--- config.mk ---
export PLATFORM = sky130hd
export DESIGN_NAME = cacheTags
export DESIGN_NICKNAME = d
export VERILOG_FILES = /design/src/common/cachePkg.sv /design/src/cacheLRU/cacheLRU.sv /design/src/hdl/cacheWays.sv /design/src/hdl/cacheCtrl.sv /design/src/hdl/cacheTags.sv
export VERILOG_INCLUDE_DIRS = /design/src /design/src/common
export SDC_FILE = /design/constraint.sdc
export NUM_CORES = 1
export LEC_CHECK = 0
export BUFFER_PORTS_ARGS = -buffer_cell sky130_fd_sc_hd__clkbuf_2
export CAP_MARGIN = 20
export CORE_MARGIN = 8
export CORE_UTILIZATION = 63
export DETAILED_ROUTE_END_ITERATION = 6
export PLACE_DENSITY_LB_ADDON = 0.12
export SETUP_SLACK_MARGIN = 0.5
export SLEW_MARGIN = 20
export SYNTH_ARGS = -nofsm -noshare
export SYNTH_HDL_FRONTEND = slang
export SYNTH_SLANG_ARGS = --single-unit
--- constraint.sdc ---
create_clock -name clk -period 3.7 [get_ports clk]
set_clock_uncertainty 0.05 [all_clocks]
set_input_delay 0.185 -clock clk [delete_from_list [all_inputs] [get_ports clk]]
set_output_delay 0.185 -clock clk [all_outputs]
set_load 0.01 [all_outputs]
--- src/common/cache_params.svh ---
// Cache directory parameters
`ifndef CACHE_PARAMS_SVH
`define CACHE_PARAMS_SVH

// Geometry, ways must be a power of two
`define CACHE_WAYS 4
`define CACHE_SETS 16

// Address split
`define ADDR_BITS 16
`define OFFSET_BITS 4

// Derived widths
`define WAY_BITS $clog2(`CACHE_WAYS)
`define SET_BITS $clog2(`CACHE_SETS)
`define TAG_BITS (`ADDR_BITS - `SET_BITS - `OFFSET_BITS)

`endif

--- src/common/cachePkg.sv ---
// Cache directory types
`default_nettype none

`include "cache_params.svh"

package cachePkg;

  // Address field types
  typedef logic [`TAG_BITS-1:0]    tagT;
  typedef logic [`SET_BITS-1:0]    setT;
  typedef logic [`OFFSET_BITS-1:0] offsetT;

  // Field view of an address, tag in the top bits
  typedef struct packed {
    tagT    tag;
    setT    set;
    offsetT offset;
  } cacheAddrFieldsT;

  // Same address word, either raw or split into fields
  typedef union packed {
    logic [`ADDR_BITS-1:0] raw;
    cacheAddrFieldsT       fields;
  } cacheAddrT;

  // One bit per way
  typedef logic [`CACHE_WAYS-1:0] wayT;

  // Tree state, one bit per internal node, root at bit 0
  typedef logic [`CACHE_WAYS-2:0] lruT;

  // Lookup request, sampled with req
  typedef struct packed {
    cacheAddrT addr;
  } lookupReqT;

  // Lookup answer, held from one done to the next
  typedef struct packed {
    logic hit;
    wayT  way;
  } lookupRespT;

endpackage

`default_nettype wire

--- src/cacheLRU/cacheLRU.sv ---
// Tree pseudo-LRU replacement
`timescale 1ns/10ps
`default_nettype none

`include "cache_params.svh"

module cacheLRU
  import cachePkg::*;
(
  input  logic clk,
  input  logic reset,
  // Set looked up in the request cycle
  input  setT  readSet,
  // Set of the lookup being completed
  input  setT  writeSet,
  input  logic lruWriteEn,
  // Miss, so the tree moves toward the victim instead of the hit way
  input  logic useVictim,
  input  wayT  hitWay,
  input  wayT  validWay,
  output wayT  victimWay
);

  localparam int WayBits = `WAY_BITS;

  lruT                lruMem [`CACHE_SETS];
  lruT                currLru;
  lruT                nextLru;
  logic [WayBits-1:0] hitIdx;
  logic [WayBits-1:0] freeIdx;
  logic [WayBits-1:0] treeIdx;
  logic [WayBits-1:0] victimIdx;
  logic [WayBits-1:0] useIdx;
  logic               allValid;

  ////////////////////////////////////////////////////////////////////////////
  // Victim selection
  ////////////////////////////////////////////////////////////////////////////

  assign allValid = &validWay;

  // Lowest invalid way
  always_comb begin
    freeIdx = '0;
    for (int w = `CACHE_WAYS - 1; w >= 0; w--) begin
      if (!validWay[w]) freeIdx = WayBits'(w);
    end
  end

  // Walk from the root, node bit 0 goes left, 1 goes right
  // Children of node n sit at 2n+1 and 2n+2
  always_comb begin
    int walkNode;
    walkNode = 0;
    for (int lvl = 0; lvl < WayBits; lvl++) begin
      treeIdx[WayBits-1-lvl] = currLru[walkNode];
      walkNode = 2 * walkNode + 1 + int'(currLru[walkNode]);
    end
  end

  assign victimIdx = allValid ? treeIdx : freeIdx;

  // Back to one-hot
  always_comb begin
    victimWay = '0;
    victimWay[victimIdx] = 1'b1;
  end

  ////////////////////////////////////////////////////////////////////////////
  // Tree update
  ////////////////////////////////////////////////////////////////////////////

  // Hit way is one-hot, OR of the set indices gives its number
  always_comb begin
    hitIdx = '0;
    for (int w = 0; w < `CACHE_WAYS; w++) begin
      if (hitWay[w]) hitIdx = hitIdx | WayBits'(w);
    end
  end

  assign useIdx = useVictim ? victimIdx : hitIdx;

  // Nodes on the path of the used way point to the other side
  // Nodes off the path keep their value
  always_comb begin
    int pathNode;
    nextLru = currLru;
    pathNode = 0;
    for (int lvl = 0; lvl < WayBits; lvl++) begin
      nextLru[pathNode] = ~useIdx[WayBits-1-lvl];
      pathNode = 2 * pathNode + 1 + int'(useIdx[WayBits-1-lvl]);
    end
  end

  ////////////////////////////////////////////////////////////////////////////
  // State memory
  ////////////////////////////////////////////////////////////////////////////

  // Two ports, read every cycle, write at the end of a lookup
  always_ff @(posedge clk) begin
    if (reset) begin
      for (int s = 0; s < `CACHE_SETS; s++) begin
        lruMem[s] <= '0;
      end
      currLru <= '0;
    end else begin
      if (lruWriteEn) lruMem[writeSet] <= nextLru;
      // Same set written and read, pass the new tree on
      if (lruWriteEn && (writeSet == readSet)) currLru <= nextLru;
      else currLru <= lruMem[readSet];
    end
  end

endmodule

`default_nettype wire

--- src/hdl/cacheWays.sv ---
// Tag and valid ways
`timescale 1ns/10ps
`default_nettype none

`include "cache_params.svh"

module cacheWays
  import cachePkg::*;
(
  input  logic clk,
  input  logic reset,
  // Clear every valid bit of every set
  input  logic invalidateAll,
  input  logic fillEn,
  input  setT  readSet,
  input  setT  writeSet,
  input  tagT  writeTag,
  // Tag of the lookup in the compare cycle
  input  tagT  cmpTag,
  input  wayT  fillWay,
  output wayT  hitWay,
  output wayT  validWay
);

  tagT                    tagMem [`CACHE_WAYS][`CACHE_SETS];
  logic [`CACHE_SETS-1:0] validBits [`CACHE_WAYS];
  tagT                    tagRd [`CACHE_WAYS];

  ////////////////////////////////////////////////////////////////////////////
  // Tag storage
  ////////////////////////////////////////////////////////////////////////////

  // Synchronous read, tags of the set are valid one cycle later
  always_ff @(posedge clk) begin
    for (int w = 0; w < `CACHE_WAYS; w++) begin
      if (fillEn && fillWay[w]) tagMem[w][writeSet] <= writeTag;
      tagRd[w] <= tagMem[w][readSet];
    end
  end

  ////////////////////////////////////////////////////////////////////////////
  // Valid bits
  ////////////////////////////////////////////////////////////////////////////

  always_ff @(posedge clk) begin
    if (reset) begin
      for (int w = 0; w < `CACHE_WAYS; w++) begin
        validBits[w] <= '0;
      end
      validWay <= '0;
    end else begin
      for (int w = 0; w < `CACHE_WAYS; w++) begin
        // Invalidate overrides any fill
        if (invalidateAll) validBits[w] <= '0;
        else if (fillEn && fillWay[w]) validBits[w][writeSet] <= 1'b1;
        // Read alongside the tags
        validWay[w] <= validBits[w][readSet];
      end
    end
  end

  // Compare
  // Only valid ways can hit
  always_comb begin
    for (int w = 0; w < `CACHE_WAYS; w++) begin
      hitWay[w] = validWay[w] && (tagRd[w] == cmpTag);
    end
  end

endmodule

`default_nettype wire

--- src/hdl/cacheCtrl.sv ---
// Lookup sequencing
`timescale 1ns/10ps
`default_nettype none

module cacheCtrl
  import cachePkg::*;
(
  input  logic       clk,
  input  logic       reset,
  input  logic       req,
  input  logic       invalidate,
  input  lookupReqT  reqData,
  input  wayT        hitWay,
  input  wayT        victimWay,
  output logic       ready,
  output logic       done,
  output lookupRespT resp,
  output setT        readSet,
  output setT        writeSet,
  output tagT        writeTag,
  output tagT        cmpTag,
  output logic       fillEn,
  output logic       lruWriteEn,
  output logic       useVictim,
  output logic       invalidateAll,
  output wayT        fillWay
);

  typedef enum logic {Idle, Compare} stateT;

  stateT     state;
  lookupReqT reqQ;
  logic      accept;
  logic      miss;

  // Invalidate wins over a request in the same cycle
  assign accept = req & ready & ~invalidate;
  assign miss   = ~|hitWay;

  // Request word, held for the compare cycle
  always_ff @(posedge clk) begin
    if (accept) reqQ <= reqData;
  end

  // Arrays read the incoming set straight away
  assign readSet  = reqData.addr.fields.set;
  assign writeSet = reqQ.addr.fields.set;
  assign writeTag = reqQ.addr.fields.tag;
  assign cmpTag   = reqQ.addr.fields.tag;

  // Compare cycle writes, these land on the closing edge
  assign fillEn     = (state == Compare) & miss;
  assign lruWriteEn = (state == Compare);
  assign useVictim  = miss;
  assign fillWay    = victimWay;

  ////////////////////////////////////////////////////////////////////////////
  // FSM
  ////////////////////////////////////////////////////////////////////////////

  always_ff @(posedge clk) begin
    if (reset) begin
      state         <= Idle;
      ready         <= 1'b1;
      done          <= 1'b0;
      resp          <= '0;
      invalidateAll <= 1'b0;
    end else begin
      done          <= 1'b0;
      invalidateAll <= 1'b0;
      case (state)
        Idle: begin
          // Clear cycle, busy while valid bits are wiped
          if (invalidate && ready) begin
            invalidateAll <= 1'b1;
            ready         <= 1'b0;
          end else if (accept) begin
            state <= Compare;
            ready <= 1'b0;
          end else ready <= 1'b1;
        end
        Compare: begin
          state     <= Idle;
          ready     <= 1'b1;
          done      <= 1'b1;
          resp.hit  <= ~miss;
          resp.way  <= miss ? victimWay : hitWay;
        end
        default: state <= Idle;
      endcase
    end
  end

endmodule

`default_nettype wire

--- src/hdl/cacheTags.sv ---
// Cache tag directory
`timescale 1ns/10ps
`default_nettype none

module cacheTags
  import cachePkg::*;
(
  input  logic       clk,
  input  logic       reset,
  input  logic       req,
  input  lookupReqT  reqData,
  input  logic       invalidate,
  output logic       ready,
  output logic       done,
  output lookupRespT resp
);

  // Controller to arrays
  setT  readSet;
  setT  writeSet;
  tagT  writeTag;
  tagT  cmpTag;
  logic fillEn;
  logic lruWriteEn;
  logic useVictim;
  logic invalidateAll;
  wayT  fillWay;

  // Arrays to controller
  wayT  hitWay;
  wayT  validWay;
  wayT  victimWay;

  cacheCtrl ctrl_i (
    .clk, .reset, .req, .invalidate, .reqData, .hitWay, .victimWay,
    .ready, .done, .resp, .readSet, .writeSet, .writeTag, .cmpTag,
    .fillEn, .lruWriteEn, .useVictim, .invalidateAll, .fillWay
  );

  cacheWays ways_i (
    .clk, .reset, .invalidateAll, .fillEn, .readSet, .writeSet,
    .writeTag, .cmpTag, .fillWay, .hitWay, .validWay
  );

  // Replacement state
  cacheLRU lru_i (
    .clk, .reset, .readSet, .writeSet, .lruWriteEn, .useVictim,
    .hitWay, .validWay, .victimWay
  );

endmodule

`default_nettype wire

==> results of run 1 <==
-- layout by cell type (no fill, tap or decap), drive strengths merged --
cell,Yosys,layout
a21oi,4,4
nand4,15,15
nor4,4,4
clkinv,0,22
nor2,188,188
o211a,1,1
nor3,6,6
or3,2,2
o21ai,68,68
mux2i,9,9
o211ai,2,2
clkbuf,77,112
xor2,4,4
a31oi,1,1
clkinvlp,0,2
nand3,22,22
inv,1,6
mux4,194,194
a21boi,2,2
nand2b,20,20
nor2b,9,9
edfxtp,636,636
a211oi,2,2
nand2,18,18
bufinv,0,1
dfxtp,48,48
dlygate4sd3,0,11
buf,34,128
xnor2,32,32
-- layout make-up --
type                    count  area [µm²]  area share
inverters                   1        3.75    0.000122
clock buffers              93        1900      0.0617
well taps                 546         683      0.0222
multi-input cells         603        6600       0.215
clock inverters            30         189     0.00614
flip-flops and latches    684       20100       0.652
repair buffers            158        1330      0.0433
-- state kept, by name (all words and copies together), names as in the netlist, 3 cells and up --
| register | cells |
|---|---|
| ways_i.tagMem | 512 |
| ways_i.validBits | 64 |
| lru_i.lruMem | 48 |
| ways_i.tagRd | 32 |
| ctrl_i.reqQ | 12 |
| ctrl_i.resp | 5 |
| ways_i.validWay | 4 |
| lru_i.currLru | 3 |
-- logic make-up after synthesis --
group / synth area share
mux: 0.166
compound gates: 0.0158
xor+xnor: 0.0117
simple gates: 0.0469
buf+inv: 0.0172
flops: 0.743
-- stage by stage --
step	total power, mW	cells	setup slack [ns]
2_1_floorplan	9.29	1399	0.424
3_3_place_gp	9.53	1972	0.374
3_5_place_dp	9.55	1972	0.343
4_1_cts	16.0	2109	0.468
5_1_grt	16.3	2115	0.470
6_report	15.9	2115	0.582
-- power breakdown --
group / internal [mW] / leakage, nW / switching (mW)
registers: 8.54 / 6.29 / 0.0653
logic: 0.373 / 2.62 / 0.441
clock network: 3.68 / 1.02 / 2.76
-- worst reg2reg max path: cells and delay by family, from the launching register on --
kind | cells | cell delay [ns]
xor gates and xnor gates | 1 | 0.15
DFF | 1 | 0.55
buffers and inverters | 1 | 0.28
and+or+nand+nor | 5 | 1.71
-- how the worst max path moves through the flow --
stage	to	slack [ns]	cells past startpoint
2_1_floorplan	ways_i.tagMem[2][0]	0.42	8
3_3_place_gp	lru_i.lruMem[12][1]	0.37	9
3_5_place_dp	lru_i.lruMem[13][1]	0.34	9
4_1_cts	ways_i.tagMem[0][29]	0.47	8
5_1_grt	ways_i.tagMem[0][56]	0.47	7
6_report	ways_i.tagMem[0][56]	0.58	7
-- metal layers --
layer  track usage  vias to the layer above  share of wire
li1              -                     5805              -
met1         0.326                     7081           0.41
met2         0.374                      525           0.50
met3        0.0431                       98          0.070
met4        0.0818                        0          0.026
met5             0                        -              0
-- timing repair --
item                                    in CTS  in global routing
hold endpoints to repair                    18                  0
setup buffers                                3                  6
resized for setup                            5                 11
cloned                                       0                  0
hold buffers                                11                  0
endpoints found under the setup margin     105                227
pin swaps                                    0                  1
==> flow_metrics.tcl, run 1 <==
set metrics [dict create \
    post-synth-top-count-cell "edfxtp_1" \
    slew_violations 0 \
    vias_per_cell 6.39 \
    vias 13509 \
    place.port_buffers 22 \
    cts.clk_slew.worst_paths_ns 0.06 \
    drive_above_1_share 0.296 \
    grt_pass1_wl_mm 86.2 \
    hp-start "reqData[4]" \
    synthTopCellsByArea "edfxtp_1 (71%), mux4_2 (16%), dfxtp_1 (3.6%)" \
    final_area_um2 30800 \
    period_share 0.843 \
    cpPeakStageDelay_ns 0.73 \
    synth_area_leader_cell "edfxtp_1" \
    clock_path_buffers 3 \
    cts_root_buf "clkbuf_16" \
    rows 76 \
    r2r_start "ctrl_i.reqQ[14]" \
    endpoint_kind "flop" \
    synth_cell_type_count 37 \
    whs_endpoint "ctrl_i.reqQ[4]" \
    worstRegToRegCells 7 \
    tightest_slew_ns 1.20 \
    tritoncts "yes" \
    synthTopCellsByCount "edfxtp_1 (636), mux4_2 (194), nor2_1 (188)" \
    place_hpwl_mm 34.9 \
    final-setup-viol-count 0 \
    status "completed" \
    synth_nets 1419 \
    start_util 0.633 \
    fin_worst_hold_slack_ns 0.0862 \
    cp_slowest_cell "nor2_1" \
    fin_tns_setup_ns 0 \
    postRouteAntennaNets 0 \
    rsz0062_at_grt "yes" \
    firstDrtPassIters 5 \
    synth_top_area_frac 0.707 \
    hold_path_depth 1 \
    h-tree-depth 3 \
    syn_inst 1399 \
    reg2reg_slack_ns 0.58 \
    crit_buf_inv 1 \
    drc 0 \
    ys.warnings.count 0 \
    p_leak_nw 9.93 \
    placed_cell_area_um2 28400 \
    synthArstFlopShare 0 \
    num-fill-cells 2497 \
    path_max_fanout 13 \
    avgRoutedWirePerCell_um 27.2 \
    die_area_um2 49700 \
    maxCapViolCount 0 \
    core_area_um2 42700 \
    reg2reg_to "ways_i.tagMem[0][56]" \
    hold_path_class "in -> reg" \
    drtIter0Drc 1455 \
    cts_made_buffers 69 \
    crit_required_ns 3.85 \
    grt_pass1_vias 13662 \
    final_nets 1537 \
    utilization 0.721 \
    clock_latency_ns 0.59 \
    finalWirelength_mm 57.6 \
    ys_seq_area_frac 0.743 \
    power_density_nw_per_um2 515 \
    diodes 0 \
    ys_ff_latch 684 \
    antenna_found_initial 0 \
    clock_sinks 684 \
    timing.fmax_mhz 321 \
    die_h_um 223 \
    synth_edf_count 636 \
    gp_congestion 0.765 \
    ys.flop_type "edfxtp_1" \
    synth_area_um2 27000 \
    grt_start_max_net_pins 80 \
    area_delta_synth_final_pct 13.9 \
    io_pins 27 \
    track_usage 0.234 \
    critPathTopFamily "simple AND/OR/NAND/NOR gates" \
    crit_chain "buf_4 > xnor2_1 > nand3_1 > nor3_4 > nor4_4 > nand4_4 > nor2_1" \
    crit_arrival_ns 3.27 \
    start_kind "flop" \
    post-route-min-period_ns 3.12 \
    crit_start "ctrl_i.reqQ[14]" \
    syn-mean-instance-area_um2 19.3 \
    max_slew_margin 0.195 \
    critPathKind "reg -> reg" \
    die_x_um 223 \
    overflow 0 \
    ir_drop_mv 0.396 \
    hold_violations 0 \
]
Power figures use the tool's default switching activity.
==> run 2, diff against run 1 <==
==> constraint.sdc (replaced) <==
create_clock -name clk -period 3.15 [get_ports clk]
set_clock_uncertainty 0.05 [all_clocks]
set_input_delay 0.1575 -clock clk [delete_from_list [all_inputs] [get_ports clk]]
set_output_delay 0.1575 -clock clk [all_outputs]
set_load 0.01 [all_outputs]
==> run 2 against run 1 <==
  * Critical path depth is 4 higher
  * Worst hold slack worse by 0.049 ns
  * Setup slack lost 0.16 ns
  * First-iteration DRC count grew 19%
  * Global-route usage is 2.2 points higher
  * Fmax grew 14%
  * Combinational power grew 35%
  * Die area is the same
  * Sequential power is 17% higher
  * Sequential share of layout area fell by 2.6 points
==> flow_metrics.tcl, run 2 (synthesized netlist as in run 1, its figures left out) <==
set metrics [dict create \
    timing.fmax_mhz 366 \
    pwr-share-clk 0.414 \
    status "completed" \
    period_share 0.867 \
    grt_pass1_vias 13898 \
    vias 14009 \
    maxCapViolCount 0 \
    avgRoutedWirePerCell_um 29.8 \
    switchingPower_mw 4.02 \
    crit_required_ns 3.40 \
    crit_chain "buf_12 > xnor2_2 > nand4_1 > nor3_4 > buf_6 > nor4_4 > buf_4 > nand4_4 > buf_12 > nor2_4 > buf_12" \
    crit_arrival_ns 2.98 \
    worst-path-stages 11 \
    switching_share 0.210 \
    die_h_um 223 \
    endpoint_kind "flop" \
    overflow 0 \
    io_pins 27 \
    cpPeakStageDelay_ns 0.47 \
    max_slew_margin 0.461 \
    start_kind "flop" \
    slew_violations 0 \
    postRouteAntennaNets 0 \
    grt_pass1_wl_mm 92.6 \
    drc 0 \
    p_seq_frac 0.529 \
    place_hpwl_mm 33.5 \
    ir_drop_mv 0.587 \
    cp_slowest_cell "edfxtp_1" \
    gp_congestion 0.806 \
    critPathKind "reg -> reg" \
    rows 76 \
    largest_reg_flops 512 \
    cts.clk_slew.worst_paths_ns 0.06 \
    post-route-min-period_ns 2.73 \
    final-setup-viol-count 0 \
    worstRegToRegCells 11 \
    final_area_um2 32000 \
    die_area_um2 49700 \
    p_leak_nw 10.3 \
    antenna_found_initial 1 \
    drive_above_1_share 0.334 \
    grt_start_max_net_pins 58 \
    core_area_um2 42700 \
    power_density_nw_per_um2 596 \
    path_max_fanout 9 \
    top_register "ways_i.tagMem" \
    critPathTopFamily "buffers and inverters" \
    vias_per_cell 6.60 \
    layout_common_cells "edfxtp_1 (636), mux4_2 (194), nor2_1 (122)" \
    utilization 0.750 \
    dr_wl_met2_mm 31.6 \
    pwr-share-comb 0.057 \
    track_usage 0.257 \
    cts_root_buf "clkbuf_16" \
    tightest_slew_ns 0.806 \
    fin_tns_setup_ns 0 \
    num-fill-cells 2291 \
    diodes 0 \
    maxUsedRoutingLayer "met4" \
    hold_path_depth 2 \
    hold_violations 0 \
    hold_path_class "in -> reg" \
    clock_path_buffers 3 \
    layout_commonest_cell "edfxtp_1" \
    drtIter0Drc 1737 \
    finalWirelength_mm 63.2 \
    final_nets 1540 \
    top_regs "ways_i.tagMem: 512 flops, ways_i.validBits: 64 flops, lru_i.lruMem: 48 flops" \
    firstDrtPassIters 5 \
    tritoncts "yes" \
    wl_met1_mm 24.2 \
    met3_length_mm 5.49 \
    rsz0062_at_grt "yes" \
    area_delta_synth_final_pct 18.6 \
    clock_sinks 684 \
    placed_cell_area_um2 28600 \
    crit_buf_inv 5 \
    clock_latency_ns 0.60 \
    start_util 0.633 \
    critPathMostFrequentCell "buf_12" \
    cts_made_buffers 69 \
    p_int_mw 15.1 \
    h-tree-depth 3 \
    die_x_um 223 \
    place.port_buffers 22 \
]
==> run 2: cell types whose count changed in the layout (fill, tap and decap cells not counted), sizes merged, moves of 2 or more <==
cell | before | now
dlygate4sd3 | 11 | 13
bufbuf | 0 | 11
clkinv | 22 | 27
bufinv | 1 | 3
inv | 6 | 4
clkbuf | 112 | 114
buf | 128 | 116
==> run 2: area by class of cell <==
type | instances | area, µm² | share of cell area
Multi-Input combinational cell | 603 | 7090 | 0.221
Sequential cell | 684 | 20100 | 0.626
Timing Repair Buffer | 161 | 2030 | 0.0633
Tap cell | 546 | 683 | 0.0213
Clock inverter | 34 | 253 | 0.00789
Inverter | 1 | 3.75 | 0.000117
Clock buffer | 93 | 1920 | 0.0600
==> run 2: worst register-to-register path, cell delays in order (launching register included) <==
cell and delay [ns]:
edfxtp_1 0.47, buf_12 0.20, xnor2_2 0.15, nand4_1 0.18, nor3_4 0.09, buf_6 0.13
nor4_4 0.24, buf_4 0.19, nand4_4 0.19, buf_12 0.26, nor2_4 0.15, buf_12 0.14
==> run 2: per-layer routing <==
layer / GRT usage / up-vias
met3: 0.0498 / 124
met4: 0.0903 / 0
met5: 0 / -
met2: 0.413 / 731
li1: - / 5828
met1: 0.353 / 7326
==> run 2: timing repair <==
action                                  in CTS  in global routing
pin swaps                                   14                 23
hold buffers                                13                  0
setup buffers                               29                 14
gates resized for setup                     17                 18
cloned                                      14                  3
endpoints found under the setup margin     456                475
endpoints found under the hold margin       17                  0
==> run 2: path summary, 6_finish.rpt <==
check,from,endpoint,slack [ns]
worst min register to register,ctrl_i.resp[4],ctrl_i.resp[4],0.44
worst max register to register,ctrl_i.reqQ[10],ways_i.tagMem[0][101],0.42
worst min-delay path,reset,lru_i.currLru[0],0.04
worst max-delay path,ctrl_i.reqQ[10],ways_i.tagMem[0][101],0.42
==> run 2: per-stage QoR <==
stage               power [mW]  hold slack (ns)  cells  setup slack [ns]
detailed placement        11.2            0.287   1922             0.221
floorplan                 10.9            0.196   1399            0.0120
global placement          11.2            0.286   1922             0.271
CTS                       19.2          0.00449   2105             0.443
global route              19.6           0.0283   2122             0.349
finish                    19.1           0.0377   2122             0.419
==> run 2: power by group through the flow <==
stage	Clock (mW)	Sequential [mW]	Combinational (mW)
after floorplan	0	10.3	0.631
after global placement	0	10.3	0.944
after detailed placement	0	10.3	0.961
after CTS	7.97	10.1	1.09
after global routing	8.33	10.1	1.15
final	7.90	10.1	1.10
